[config.mk]
export PLATFORM = sky130hd
export DESIGN_NAME = axil_msi_gen
export DESIGN_NICKNAME = d
export VERILOG_FILES = /design/src/hw/msi_pkg.sv /design/src/hw/msi_irq_arbiter.sv /design/src/hw/msi_write_issuer.sv /design/src/hw/axil_msi_gen.sv
export VERILOG_INCLUDE_DIRS = /design/src /design/src/hw
export SDC_FILE = /design/constraint.sdc
export NUM_CORES = 1
export LEC_CHECK = 0
export BUFFER_PORTS_ARGS = -buffer_cell sky130_fd_sc_hd__buf_4
export CAP_MARGIN = 10
export CORE_MARGIN = 2
export CORE_UTILIZATION = 45
export CTS_BUF_LIST = sky130_fd_sc_hd__clkbuf_16
export CTS_CLUSTER_DIAMETER = 30
export CTS_CLUSTER_SIZE = 8
export DETAILED_ROUTE_END_ITERATION = 10
export PLACE_DENSITY = 0.79
export RECOVER_POWER = 100
export SLEW_MARGIN = 10
export SYNTH_ARGS = -nofsm -noshare
export SYNTH_HDL_FRONTEND = slang
export SYNTH_SLANG_ARGS = --single-unit
[constraint.sdc]
create_clock -name clk -period 5.1 [get_ports clk]
set_clock_uncertainty 0.1 [all_clocks]
set_input_delay 0.765 -clock clk [delete_from_list [all_inputs] [get_ports clk]]
set_output_delay 0.765 -clock clk [all_outputs]
set_load 0.05 [all_outputs]
[src/hw/msi_params.svh]
/*
 * Width and size constants for the interrupt-to-MSI bridge.
 * Include in any RTL or testbench file that sizes a port or a field.
 */
`ifndef MSI_PARAMS_SVH
`define MSI_PARAMS_SVH

// AXI4-Lite write channel widths
`define MSI_ADDR_W 32
`define MSI_DATA_W 64
`define MSI_STRB_W (`MSI_DATA_W / 8)

// Interrupt lines and the index that selects one of them
`define MSI_NUM_IRQ 4
`define MSI_IRQ_IDX_W 2

// Destination base addresses and the index that selects one
`define MSI_NUM_DEST 2
`define MSI_DEST_W 1

// Message ids carried per line
`define MSI_DEV_ID_W 16
`define MSI_EVT_ID_W 16

// Throttle gap counter
`define MSI_THR_W 8

`endif

[src/hw/msi_pkg.sv]
/*
 * Types shared by the MSI bridge RTL and its testbench.
 * Refer to items by scoped name, e.g. msi_pkg::msi_req_t.
 */
`include "msi_params.svh"

package msi_pkg;

  // Static configuration of one interrupt line
  typedef struct packed {
    logic                     enable;
    logic [`MSI_DEST_W-1:0]   dest_idx;
    logic [`MSI_DEV_ID_W-1:0] device_id;
    logic [`MSI_EVT_ID_W-1:0] event_id;
  } irq_cfg_t;

  // One message handed from the arbiter to the write issuer
  typedef struct packed {
    logic [`MSI_DEST_W-1:0]   dest_idx;
    logic [`MSI_DEV_ID_W-1:0] device_id;
    logic [`MSI_EVT_ID_W-1:0] event_id;
  } msi_req_t;

  // Write issuer FSM
  typedef enum logic [1:0] {
    IDLE,
    SEND,
    RESP,
    GAP
  } issuer_state_e;

  // AXI response codes as carried on bresp
  typedef enum logic [1:0] {
    OKAY   = 2'b00,
    EXOKAY = 2'b01,
    SLVERR = 2'b10,
    DECERR = 2'b11
  } axi_resp_e;

endpackage

[src/hw/msi_irq_arbiter.sv]
/*
 * Turns enabled interrupt rising edges into pending bits and hands one
 * pending line at a time to the write issuer, round-robin.
 */
`timescale 1ns/1ps
`include "msi_params.svh"

module msi_irq_arbiter (
  input  logic                                  clk,
  input  logic                                  rst,
  input  logic              [`MSI_NUM_IRQ-1:0]  irq,
  input  msi_pkg::irq_cfg_t [`MSI_NUM_IRQ-1:0]  irq_cfg,
  output msi_pkg::msi_req_t                     req,
  output logic                                  req_valid,
  input  logic                                  req_ready
);

  logic [`MSI_NUM_IRQ-1:0]   irq_q;
  logic [`MSI_NUM_IRQ-1:0]   irq_en;
  logic [`MSI_NUM_IRQ-1:0]   irq_rise;
  logic [`MSI_NUM_IRQ-1:0]   pending;
  logic [`MSI_NUM_IRQ-1:0]   grant_clr;
  logic [`MSI_IRQ_IDX_W-1:0] rr_ptr;
  logic [`MSI_IRQ_IDX_W-1:0] grant_idx;
  logic [`MSI_IRQ_IDX_W-1:0] pick_idx;
  logic                      pick_found;
  logic                      xfer;

  function automatic logic [`MSI_IRQ_IDX_W-1:0] wrap_idx(input int unsigned pos);
    return `MSI_IRQ_IDX_W'(pos % `MSI_NUM_IRQ);
  endfunction

  always_comb begin
    for (int i = 0; i < `MSI_NUM_IRQ; i++) begin
      irq_en[i] = irq_cfg[i].enable;
    end
  end

  assign irq_rise  = irq & ~irq_q;
  assign xfer      = req_valid & req_ready;
  assign grant_clr = xfer ? (`MSI_NUM_IRQ'(1) << grant_idx) : '0;

  // Repeated edges on a line that is already pending merge into one bit
  always_ff @(posedge clk or posedge rst) begin
    if (rst) begin
      irq_q   <= '0;
      pending <= '0;
    end else begin
      irq_q   <= irq;
      pending <= (pending & ~grant_clr) | (irq_rise & irq_en);
    end
  end

  // First pending line at or after the pointer
  always_comb begin
    pick_found = 1'b0;
    pick_idx   = '0;
    for (int k = 0; k < `MSI_NUM_IRQ; k++) begin
      if (!pick_found && pending[wrap_idx(rr_ptr + k)]) begin
        pick_found = 1'b1;
        pick_idx   = wrap_idx(rr_ptr + k);
      end
    end
  end

  // A new grant is only taken while none is outstanding
  always_ff @(posedge clk or posedge rst) begin
    if (rst) begin
      req_valid <= 1'b0;
      grant_idx <= '0;
      rr_ptr    <= '0;
    end else if (xfer) begin
      req_valid <= 1'b0;
      rr_ptr    <= wrap_idx(grant_idx + 1);
    end else if (!req_valid && pick_found) begin
      req_valid <= 1'b1;
      grant_idx <= pick_idx;
    end
  end

  always_ff @(posedge clk) begin
    if (!req_valid && pick_found) begin
      req.dest_idx  <= irq_cfg[pick_idx].dest_idx;
      req.device_id <= irq_cfg[pick_idx].device_id;
      req.event_id  <= irq_cfg[pick_idx].event_id;
    end
  end

endmodule

[src/hw/msi_write_issuer.sv]
/*
 * Sends each accepted message as one AXI4-Lite write, keeps the optional
 * minimum gap between write starts and pulses error on a bad response.
 */
`timescale 1ns/1ps
`include "msi_params.svh"

module msi_write_issuer (
  input  logic                                       clk,
  input  logic                                       rst,

  // Message from the arbiter
  input  msi_pkg::msi_req_t                          req,
  input  logic                                       req_valid,
  output logic                                       req_ready,

  // Static configuration
  input  logic [`MSI_NUM_DEST-1:0][`MSI_ADDR_W-1:0]  msi_dest_addr,
  input  logic                                       throttle_en,
  input  logic [`MSI_THR_W-1:0]                      throttle_threshold,

  // AXI4-Lite write initiator
  output logic [`MSI_ADDR_W-1:0]                     awaddr,
  output logic                                       awvalid,
  input  logic                                       awready,
  output logic [`MSI_DATA_W-1:0]                     wdata,
  output logic [`MSI_STRB_W-1:0]                     wstrb,
  output logic                                       wvalid,
  input  logic                                       wready,
  input  msi_pkg::axi_resp_e                         bresp,
  input  logic                                       bvalid,
  output logic                                       bready,

  output logic                                       error
);

  msi_pkg::issuer_state_e state;

  logic [`MSI_THR_W-1:0]  thr_cnt;
  logic                   gap_wait;
  logic                   accept;
  logic                   aw_done;
  logic                   w_done;
  logic [`MSI_ADDR_W-1:0] base_addr;
  logic [`MSI_ADDR_W-1:0] dev_offset;
  logic [31:0]            evt_word;
  logic [`MSI_DATA_W-1:0] lane_data;
  logic [`MSI_STRB_W-1:0] lane_strb;

  assign req_ready = (state == msi_pkg::IDLE);
  assign accept    = req_valid & req_ready;
  assign bready    = (state == msi_pkg::RESP);

  // Channel finished once its valid is low or is being taken this cycle
  assign aw_done = !awvalid || awready;
  assign w_done  = !wvalid || wready;

  // thr_cnt holds the threshold in the first awvalid cycle and counts down.
  // Leaving GAP at 2 lets IDLE accept at 1, so the next awvalid rises
  // exactly threshold cycles after the previous one at the earliest.
  assign gap_wait = throttle_en && (thr_cnt > `MSI_THR_W'(2));

  // Address is base plus device id in 32-bit words
  assign base_addr  = msi_dest_addr[req.dest_idx];
  assign dev_offset = `MSI_ADDR_W'({req.device_id, 2'b00});
  assign evt_word   = 32'(req.event_id);

  // Odd device ids use the upper 32-bit lane
  always_comb begin
    if (req.device_id[0]) begin
      lane_data = {evt_word, {(`MSI_DATA_W - 32){1'b0}}};
      lane_strb = {4'hf, {(`MSI_STRB_W - 4){1'b0}}};
    end else begin
      lane_data = {{(`MSI_DATA_W - 32){1'b0}}, evt_word};
      lane_strb = {{(`MSI_STRB_W - 4){1'b0}}, 4'hf};
    end
  end

  always_ff @(posedge clk or posedge rst) begin
    if (rst) begin
      state   <= msi_pkg::IDLE;
      awvalid <= 1'b0;
      wvalid  <= 1'b0;
      error   <= 1'b0;
      thr_cnt <= '0;
    end else begin
      error <= 1'b0;

      if (accept) begin
        thr_cnt <= throttle_threshold;
      end else if (thr_cnt != '0) begin
        thr_cnt <= thr_cnt - 1'b1;
      end

      case (state)
        msi_pkg::IDLE: begin
          if (accept) begin
            awvalid <= 1'b1;
            wvalid  <= 1'b1;
            state   <= msi_pkg::SEND;
          end
        end
        msi_pkg::SEND: begin
          // AW and W complete independently
          if (awready) begin
            awvalid <= 1'b0;
          end
          if (wready) begin
            wvalid <= 1'b0;
          end
          if (aw_done && w_done) begin
            state <= msi_pkg::RESP;
          end
        end
        msi_pkg::RESP: begin
          if (bvalid) begin
            error <= (bresp != msi_pkg::OKAY);
            state <= gap_wait ? msi_pkg::GAP : msi_pkg::IDLE;
          end
        end
        msi_pkg::GAP: begin
          if (!gap_wait) begin
            state <= msi_pkg::IDLE;
          end
        end
        default: state <= msi_pkg::IDLE;
      endcase
    end
  end

  // Write payload, captured with the request
  always_ff @(posedge clk) begin
    if (accept) begin
      awaddr <= base_addr + dev_offset;
      wdata  <= lane_data;
      wstrb  <= lane_strb;
    end
  end

endmodule

[src/hw/axil_msi_gen.sv]
/*
 * Interrupt-to-MSI bridge top level. Level interrupts in, one AXI4-Lite
 * write per enabled rising edge out. Configuration is held static.
 */
`timescale 1ns/1ps
`include "msi_params.svh"

module axil_msi_gen (
  input  logic                                       clk,
  input  logic                                       rst,

  input  logic              [`MSI_NUM_IRQ-1:0]       irq,
  input  msi_pkg::irq_cfg_t [`MSI_NUM_IRQ-1:0]       irq_cfg,
  input  logic [`MSI_NUM_DEST-1:0][`MSI_ADDR_W-1:0]  msi_dest_addr,
  input  logic                                       throttle_en,
  input  logic [`MSI_THR_W-1:0]                      throttle_threshold,

  // AXI4-Lite write initiator
  output logic [`MSI_ADDR_W-1:0]                     awaddr,
  output logic                                       awvalid,
  input  logic                                       awready,
  output logic [`MSI_DATA_W-1:0]                     wdata,
  output logic [`MSI_STRB_W-1:0]                     wstrb,
  output logic                                       wvalid,
  input  logic                                       wready,
  input  msi_pkg::axi_resp_e                         bresp,
  input  logic                                       bvalid,
  output logic                                       bready,

  output logic                                       error
);

  msi_pkg::msi_req_t req;
  logic              req_valid;
  logic              req_ready;

  msi_irq_arbiter msi_irq_arbiter_i (
    .clk       (clk),
    .rst       (rst),
    .irq       (irq),
    .irq_cfg   (irq_cfg),
    .req       (req),
    .req_valid (req_valid),
    .req_ready (req_ready)
  );

  msi_write_issuer msi_write_issuer_i (
    .clk                (clk),
    .rst                (rst),
    .req                (req),
    .req_valid          (req_valid),
    .req_ready          (req_ready),
    .msi_dest_addr      (msi_dest_addr),
    .throttle_en        (throttle_en),
    .throttle_threshold (throttle_threshold),
    .awaddr             (awaddr),
    .awvalid            (awvalid),
    .awready            (awready),
    .wdata              (wdata),
    .wstrb              (wstrb),
    .wvalid             (wvalid),
    .wready             (wready),
    .bresp              (bresp),
    .bvalid             (bvalid),
    .bready             (bready),
    .error              (error)
  );

endmodule

==> flow_metrics.py, run 1 <==
metrics = {
    "status": {
        "outcome": "finished with violations",
        "failed_checks": "max-capacitance violations, max-slew violations",
    },
    "cts": {
        "clk_pin_slew_ns": 0.06,
        "cts_setup_buffers": 0,
        "cts-resized-gates": 0,
        "worstSkewPairLatency_ns": 0.42,
        "cts.root.buffer_cell": "clkbuf_16",
        "max-clock-path-buffers": 2,
        "clock-sinks": 125,
        "h-tree-depth": 4,
        "cts_tree": "done",
        "cts_hold_buf": 0,
        "tritoncts.num_buffers": 17,
    },
    "timing": {
        "timing.final.crit_share_pct": 81.6,
        "timing.fmax_ghz": 0.240,
        "max-slew-margin-rel_pct": -148,
        "report.final.setup_viol": 0,
        "tightestPinTransition_ns": 3.72,
        "finalHoldViolCount": 0,
        "setup_tns_ns": 0,
        "finalWorstPathRequiredPeriod_ns": 4.16,
        "maxSlewViolCount": 149,
        "setup_repair_after_global_routing_missed_its_margin": "false",
    },
    "place": {
        "place.detailed.hpwl_um": 14800,
        "port_buffers": 295,
        "area_after_detailed_placement_mm2": 0.00957,
        "finalWeightedCongestion": 0.844,
        "post-place-cells": 1181,
    },
    "job": {
        "timing.max_cap.violations": 3,
    },
    "floorplan": {
        "num_io_pins": 328,
        "fp.coreArea_mm2": 0.0159,
        "fp-row-count": 46,
        "die_width_um": 132,
        "die_area_mm2": 0.0173,
        "initial_utilization_pct": 46.1,
        "die_h_um": 132,
    },
    "pwr": {
        "cellPowerDensity_mw_per_mm2": 740,
        "clkPwrFrac_pct": 15.9,
        "cellLeakagePower_nw": 4.03,
        "internal_power_summed_over_all_cells_mw": 3.71,
        "seqPwrFrac_pct": 29.4,
        "power_switching_mw": 3.55,
        "combPwrFrac_pct": 54.7,
        "p_sw_share_pct": 48.9,
        "irDropWorstVdd_mv": 0.341,
        "finalPower_mw": 7.26,
    },
    "layout": {
        "post_route_cells_drive_above_1_share_pct": 28.0,
        "final_core_util_pct": 61.7,
        "nNetsFinal": 1228,
        "num_antenna_cells": 0,
        "layout.cell_area.non_filler_mm2": 0.00981,
        "area_growth_syn_to_layout_pct": 34.0,
        "final_cell_count_no_fill": 1213,
    },
    "drt": {
        "remaining_drc_errors": 0,
        "post_drt_wl_per_cell_um": 16.3,
        "dr.first_iter.drc_count": 311,
        "detailroute.via_count": 6219,
        "drt-vias-per-instance": 5.13,
        "final_antenna_net_count": 0,
        "drt_total_wl_um": 19800,
        "dr.pass1.iters": 5,
    },
    "logic_synthesis": {
        "netlist.area_leader.share_pct": 40.6,
        "dominantRegCellSynth": "edfxtp_1",
        "synth-async-reset-ratio_pct": 20.8,
        "synthCells": 706,
        "syn_area_mm2": 0.00732,
        "syn_avg_cell_area_um2": 10.4,
        "synth_area_leader_cell": "edfxtp_1",
        "portion_of_the_post_synthesis_area_used_by_sequential_elements_pct": 49.5,
        "synth_warnings": 0,
        "synth.ff_latch_count": 125,
        "edff_count_synth": 99,
        "synth.top_cells.by_area": "edfxtp_1 41%, dfrtp_1 8.9%, nand2_1 5.6%",
        "synth.lib_cells_used.distinct": 56,
    },
    "critical_path": {
        "crit_path_start_kind": "flop",
        "crit_type": "reg -> reg",
        "endpoint_kind": "flop",
        "critical_path_required_ns": 5.14,
        "crit_path_max_fanout": 75,
        "crit_arrival_ns": 4.20,
    },
    "global_routing": {
        "grt_use_total_pct": 22.6,
        "maximum_number_of_pins_on_one_net_before_global_route_repair": 76,
        "antenna_found_initial": 0,
        "grt_pass1_wl_um": 30500,
        "grt_overflow_total": 0,
        "first_global_vias": 6228,
    },
    "min_path": {
        "timing.hold.worst.class": "reg -> reg",
    },
}
==> routing by layer <==
layer,global-route usage (%),share of wire [%]
met4,10.9,3.2
met2,39.2,50
met5,0,0
met1,26.2,41
met3,5.40,5.5
==> cell families after synthesis <==
| group | synth area share (%) |
|---|---|
| multiplexers | 4.86 |
| AND/OR/NAND/NOR | 16.2 |
| other | 0.0512 |
| adder cells (fa/ha/maj) | 4.21 |
| flip-flops | 49.5 |
| XOR/XNOR | 3.83 |
| buffers and inverters | 6.94 |
| AO/OA/AOI/OAI | 14.4 |
==> cell usage in the layout, fill, tap and decap left out, types with 21 or more instances in the layout <==
cell	count
nand2_1	109
edfxtp_1	99
conb_1	32
nor2b_1	21
xnor2_1	21
a31oi_1	33
a21oi_1	25
nor2_1	24
clkbuf_1	80
dfrtp_1	26
ha_1	23
buf_4	217
and2_0	36
a211oi_1	36
==> path summary, 6_finish.rpt <==
check	end	slack (ns)	startpoint	cells past startpoint
setup / recovery	msi_write_issuer_i.thr_cnt[1]	0.94	msi_write_issuer_i.state[1]	3
hold / removal	msi_irq_arbiter_i.pending[1]	0.33	msi_irq_arbiter_i.irq_q[1]	1
setup reg to reg	msi_write_issuer_i.thr_cnt[1]	0.94	msi_write_issuer_i.state[1]	3
hold reg to reg	msi_irq_arbiter_i.pending[1]	0.33	msi_irq_arbiter_i.irq_q[1]	1
max in group asynchronous	msi_irq_arbiter_i.rr_ptr[0]	3.80	rst	2
min in group asynchronous	msi_write_issuer_i.thr_cnt[7]	0.49	rst	2
==> flip-flops by register name, summed over array words and instances (netlist names) <==
signal                       count
msi_write_issuer_i.wvalid        1
msi_write_issuer_i.wdata        32
msi_write_issuer_i.thr_cnt       8
msi_irq_arbiter_i.irq_q          4
msi_irq_arbiter_i.rr_ptr         2
msi_irq_arbiter_i.pending        4
msi_irq_arbiter_i.grant_idx      2
msi_write_issuer_i.awaddr       32
msi_irq_arbiter_i.req_valid      1
msi_write_issuer_i.state         2
msi_write_issuer_i.wstrb         2
msi_write_issuer_i.awvalid       1
msi_write_issuer_i.error         1
msi_irq_arbiter_i.req           33
==> cells in the mapped netlist (5+ instances only) <==
| library cell | n |
|---|---|
| mux2_2 | 20 |
| nor2_1 | 24 |
| and2_0 | 10 |
| a31oi_1 | 33 |
| mux2i_1 | 13 |
| o21ai_0 | 14 |
| o21ai_1 | 7 |
| edfxtp_1 | 99 |
| a211oi_1 | 36 |
| clkbuf_1 | 26 |
| xnor2_1 | 21 |
| and2_1 | 42 |
| o21a_1 | 5 |
| a21oi_1 | 25 |
| xor2_1 | 11 |
| inv_1 | 20 |
| a21o_1 | 7 |
| dfrtp_1 | 26 |
| buf_4 | 40 |
| nand3_1 | 13 |
| nor2b_1 | 21 |
| o31ai_1 | 5 |
| nand2_1 | 109 |
| ha_1 | 23 |
| nor3_1 | 8 |
==> critical path, cell delays in order, from the launching register on <==
cell,delay [ns]
dfrtp_1,0.46
nor3_1,0.28
clkbuf_1,2.64
o21ai_0,0.40
==> layout make-up <==
| class | count | area [um2] |
|---|---|---|
| clock buffers | 17 | 425 |
| clock inverters | 15 | 146 |
| fillers | 1389 | 6080 |
| inverters | 20 | 75.1 |
| multi-input cells | 518 | 3300 |
| flip-flops and latches | 125 | 3620 |
| well taps | 216 | 270 |
| repair buffers | 302 | 1970 |
==> power by group through the flow <==
| stage | Combinational [mW] | Clock, mW | Sequential, mW |
|---|---|---|---|
| after global routing | 4.32 | 1.21 | 2.19 |
| final | 3.97 | 1.16 | 2.13 |
| after CTS | 4.25 | 1.18 | 2.11 |
| after global placement | 4.16 | 0 | 2.11 |
| after detailed placement | 4.22 | 0 | 2.12 |
| after floorplan | 2.29 | 0 | 2.89 |
==> through the flow <==
step / hold slack (ns) / worst slack (ns)
after CTS: 0.331 / 1.19
after floorplan: 0.310 / 1.05
after global routing: 0.342 / 0.525
after detailed placement: 0.322 / 1.28
after global placement: 0.313 / 1.36
final: 0.326 / 0.936
Note: power is estimated with default switching activity, not from simulation.
==> run 2, diff against run 1 <==
==> constraint.sdc (replaced) <==
create_clock -name clk -period 4.35 [get_ports clk]
set_clock_uncertainty 0.1 [all_clocks]
set_input_delay 0.6525 -clock clk [delete_from_list [all_inputs] [get_ports clk]]
set_output_delay 0.6525 -clock clk [all_outputs]
set_load 0.05 [all_outputs]
==> run 2 against run 1 <==
The run still ends with max-capacitance violations, max-slew violations left. Clock-buffer cell count did not move. Global-route usage rose by 0.21 points. Final cell count rose by 0.16%. Hold slack got worse by 0.053 ns. Non-clock buffer count rose by 2. First-iteration DRC count rose by 23%. Total power rose by 18%. Setup slack got worse by 0.35 ns. Critical endpoint is now msi_write_issuer_i.awaddr[24]. Largest cell class unchanged. Largest power group unchanged.
==> flow_metrics.py, run 2 (same netlist as run 1, synthesis figures left out) <==
metrics = {
    "cts": {
        "clock-sinks": 125,
        "cts-resized-gates": 0,
        "cts.root.buffer_cell": "clkbuf_16",
        "cts_hold_buf": 0,
        "cts_setup_buffers": 0,
        "clk_pin_slew_ns": 0.06,
        "worstSkewPairLatency_ns": 0.41,
        "h-tree-depth": 4,
        "max-clock-path-buffers": 2,
        "cts_tree": "done",
        "tritoncts.num_buffers": 17,
    },
    "place": {
        "pre_cts_ws_ns": 0.764,
        "area_after_detailed_placement_mm2": 0.00959,
        "finalWeightedCongestion": 0.847,
        "port_buffers": 295,
        "place.detailed.hpwl_um": 15000,
    },
    "floorplan": {
        "initial_utilization_pct": 46.1,
        "die_area_mm2": 0.0173,
        "num_io_pins": 328,
        "die_h_um": 132,
        "fp.coreArea_mm2": 0.0159,
        "die_width_um": 132,
        "fp-row-count": 46,
    },
    "drt": {
        "detailroute.via_count": 6202,
        "final_antenna_net_count": 0,
        "dr.pass1.iters": 5,
        "post_drt_wl_per_cell_um": 16.3,
        "drt_total_wl_um": 19800,
        "remaining_drc_errors": 0,
        "drt-vias-per-instance": 5.10,
        "dr.first_iter.drc_count": 384,
    },
    "timing": {
        "report.final.setup_viol": 0,
        "setup_tns_ns": 0,
        "finalHoldViolCount": 0,
        "timing.final.crit_share_pct": 86.6,
        "fin_worst_hold_slack_ns": 0.272,
        "timing.fmax_ghz": 0.265,
        "setup_ws_ns": 0.581,
        "finalWorstPathRequiredPeriod_ns": 3.77,
        "max-slew-margin-rel_pct": -112,
        "maxSlewViolCount": 152,
        "tightestPinTransition_ns": 3.17,
        "setup_repair_after_global_routing_missed_its_margin": "false",
    },
    "layout": {
        "final_common_cell": "buf_4",
        "post_route_cells_drive_above_1_share_pct": 28.3,
        "largest-register": "msi_irq_arbiter_i.req",
        "layout.cell_area.non_filler_mm2": 0.00985,
        "area_growth_syn_to_layout_pct": 34.6,
        "num_antenna_cells": 0,
        "final_cell_mix": "219 x buf_4, 109 x nand2_1, 99 x edfxtp_1",
        "max_reg_flops": 33,
        "nNetsFinal": 1230,
        "layout_top_registers": "msi_irq_arbiter_i.req (33), msi_write_issuer_i.awaddr (32), msi_write_issuer_i.wdata (32)",
    },
    "status": {
        "outcome": "finished with violations",
        "failed_checks": "max-capacitance violations, max-slew violations",
    },
    "global_routing": {
        "antenna_found_initial": 0,
        "maximum_number_of_pins_on_one_net_before_global_route_repair": 69,
        "grt_pass1_wl_um": 31100,
        "grt_use_total_pct": 22.8,
        "grt_overflow_total": 0,
        "first_global_vias": 6124,
    },
    "min_path": {
        "timing.hold.worst.class": "in -> reg",
    },
    "pwr": {
        "finalPower_mw": 8.55,
        "irDropWorstVdd_mv": 0.419,
        "cellLeakagePower_nw": 4.08,
        "cellPowerDensity_mw_per_mm2": 868,
    },
    "critical_path": {
        "critical_path_required_ns": 4.41,
        "critPathMostFrequentCell": "nand3_1",
        "endpoint_kind": "flop",
        "crit_type": "reg -> reg",
        "timing.critical_path.cells": "clkbuf_1 > mux2_2 > ha_1 > and4_1 > nand3_1 > a2111o_1 > a311oi_4 > nand3_1 > xor2_1 > mux2i_1",
        "crit_arrival_ns": 3.83,
        "timing.critical_path.slowest_cell_delay_ns": 0.65,
        "critical-path-slowest-cell": "edfxtp_1",
        "crit_path_max_fanout": 12,
        "crit_path_start_kind": "flop",
    },
    "job": {
        "timing.max_cap.violations": 3,
    },
}
run 2: area by class of cell:
| cell class | count | area [um2] |
|---|---|---|
| Clock buffer | 17 | 425 |
| Timing Repair Buffer | 304 | 1980 |
| Fill cell | 1426 | 6030 |
| Sequential cell | 125 | 3620 |
| Clock inverter | 15 | 163 |
| Inverter | 20 | 75.1 |
| Tap cell | 216 | 270 |
| Multi-Input combinational cell | 518 | 3310 |
run 2: final timing paths:
path,endpoint,cells after the start,startpoint,slack (ns)
worst max-delay path,msi_write_issuer_i.awaddr[24],10,msi_irq_arbiter_i.req[32],0.58
worst min register to register,msi_irq_arbiter_i.pending[1],1,msi_irq_arbiter_i.irq_q[1],0.33
max in group asynchronous,msi_write_issuer_i.thr_cnt[4],2,rst,3.15
worst max register to register,msi_write_issuer_i.awaddr[24],10,msi_irq_arbiter_i.req[32],0.58
min in group asynchronous,msi_write_issuer_i.thr_cnt[6],2,rst,0.39
worst min-delay path,msi_irq_arbiter_i.irq_q[2],1,irq[2],0.27
run 2: power by group:
group	total, mW	leakage [nW]	internal, mW	switching [mW]
combinational	4.67	2.56	1.40	3.27
clock	1.41	0.292	0.853	0.552
sequential	2.47	1.23	2.19	0.286
total	8.55	4.08	4.44	4.11
run 2: routing by layer:
metal  wire (um)  vias up  GRT usage, %
li1            -     3043             -
met1        8150     2872          27.2
met5           0        -             0
met2       10000      254          39.6
met4         486        0          9.06
met3        1130       33          5.48
run 2: critical path: cells and delay by family (launching register included):
kind            cells  cell delay (ns)
compound gates      2             0.78
xor+xnor            1             0.16
fa+ha+maj           1             0.45
buf+inv             1             0.39
flops               1             0.65
mux                 2             0.47
simple gates        3             0.51
run 2: per-stage QoR:
stage	instances	util, %
after floorplan	737	-
final	1215	62.0
after detailed placement	1183	60.4
after global placement	1183	60.4
after CTS	1215	64.1
after global routing	1215	62.0
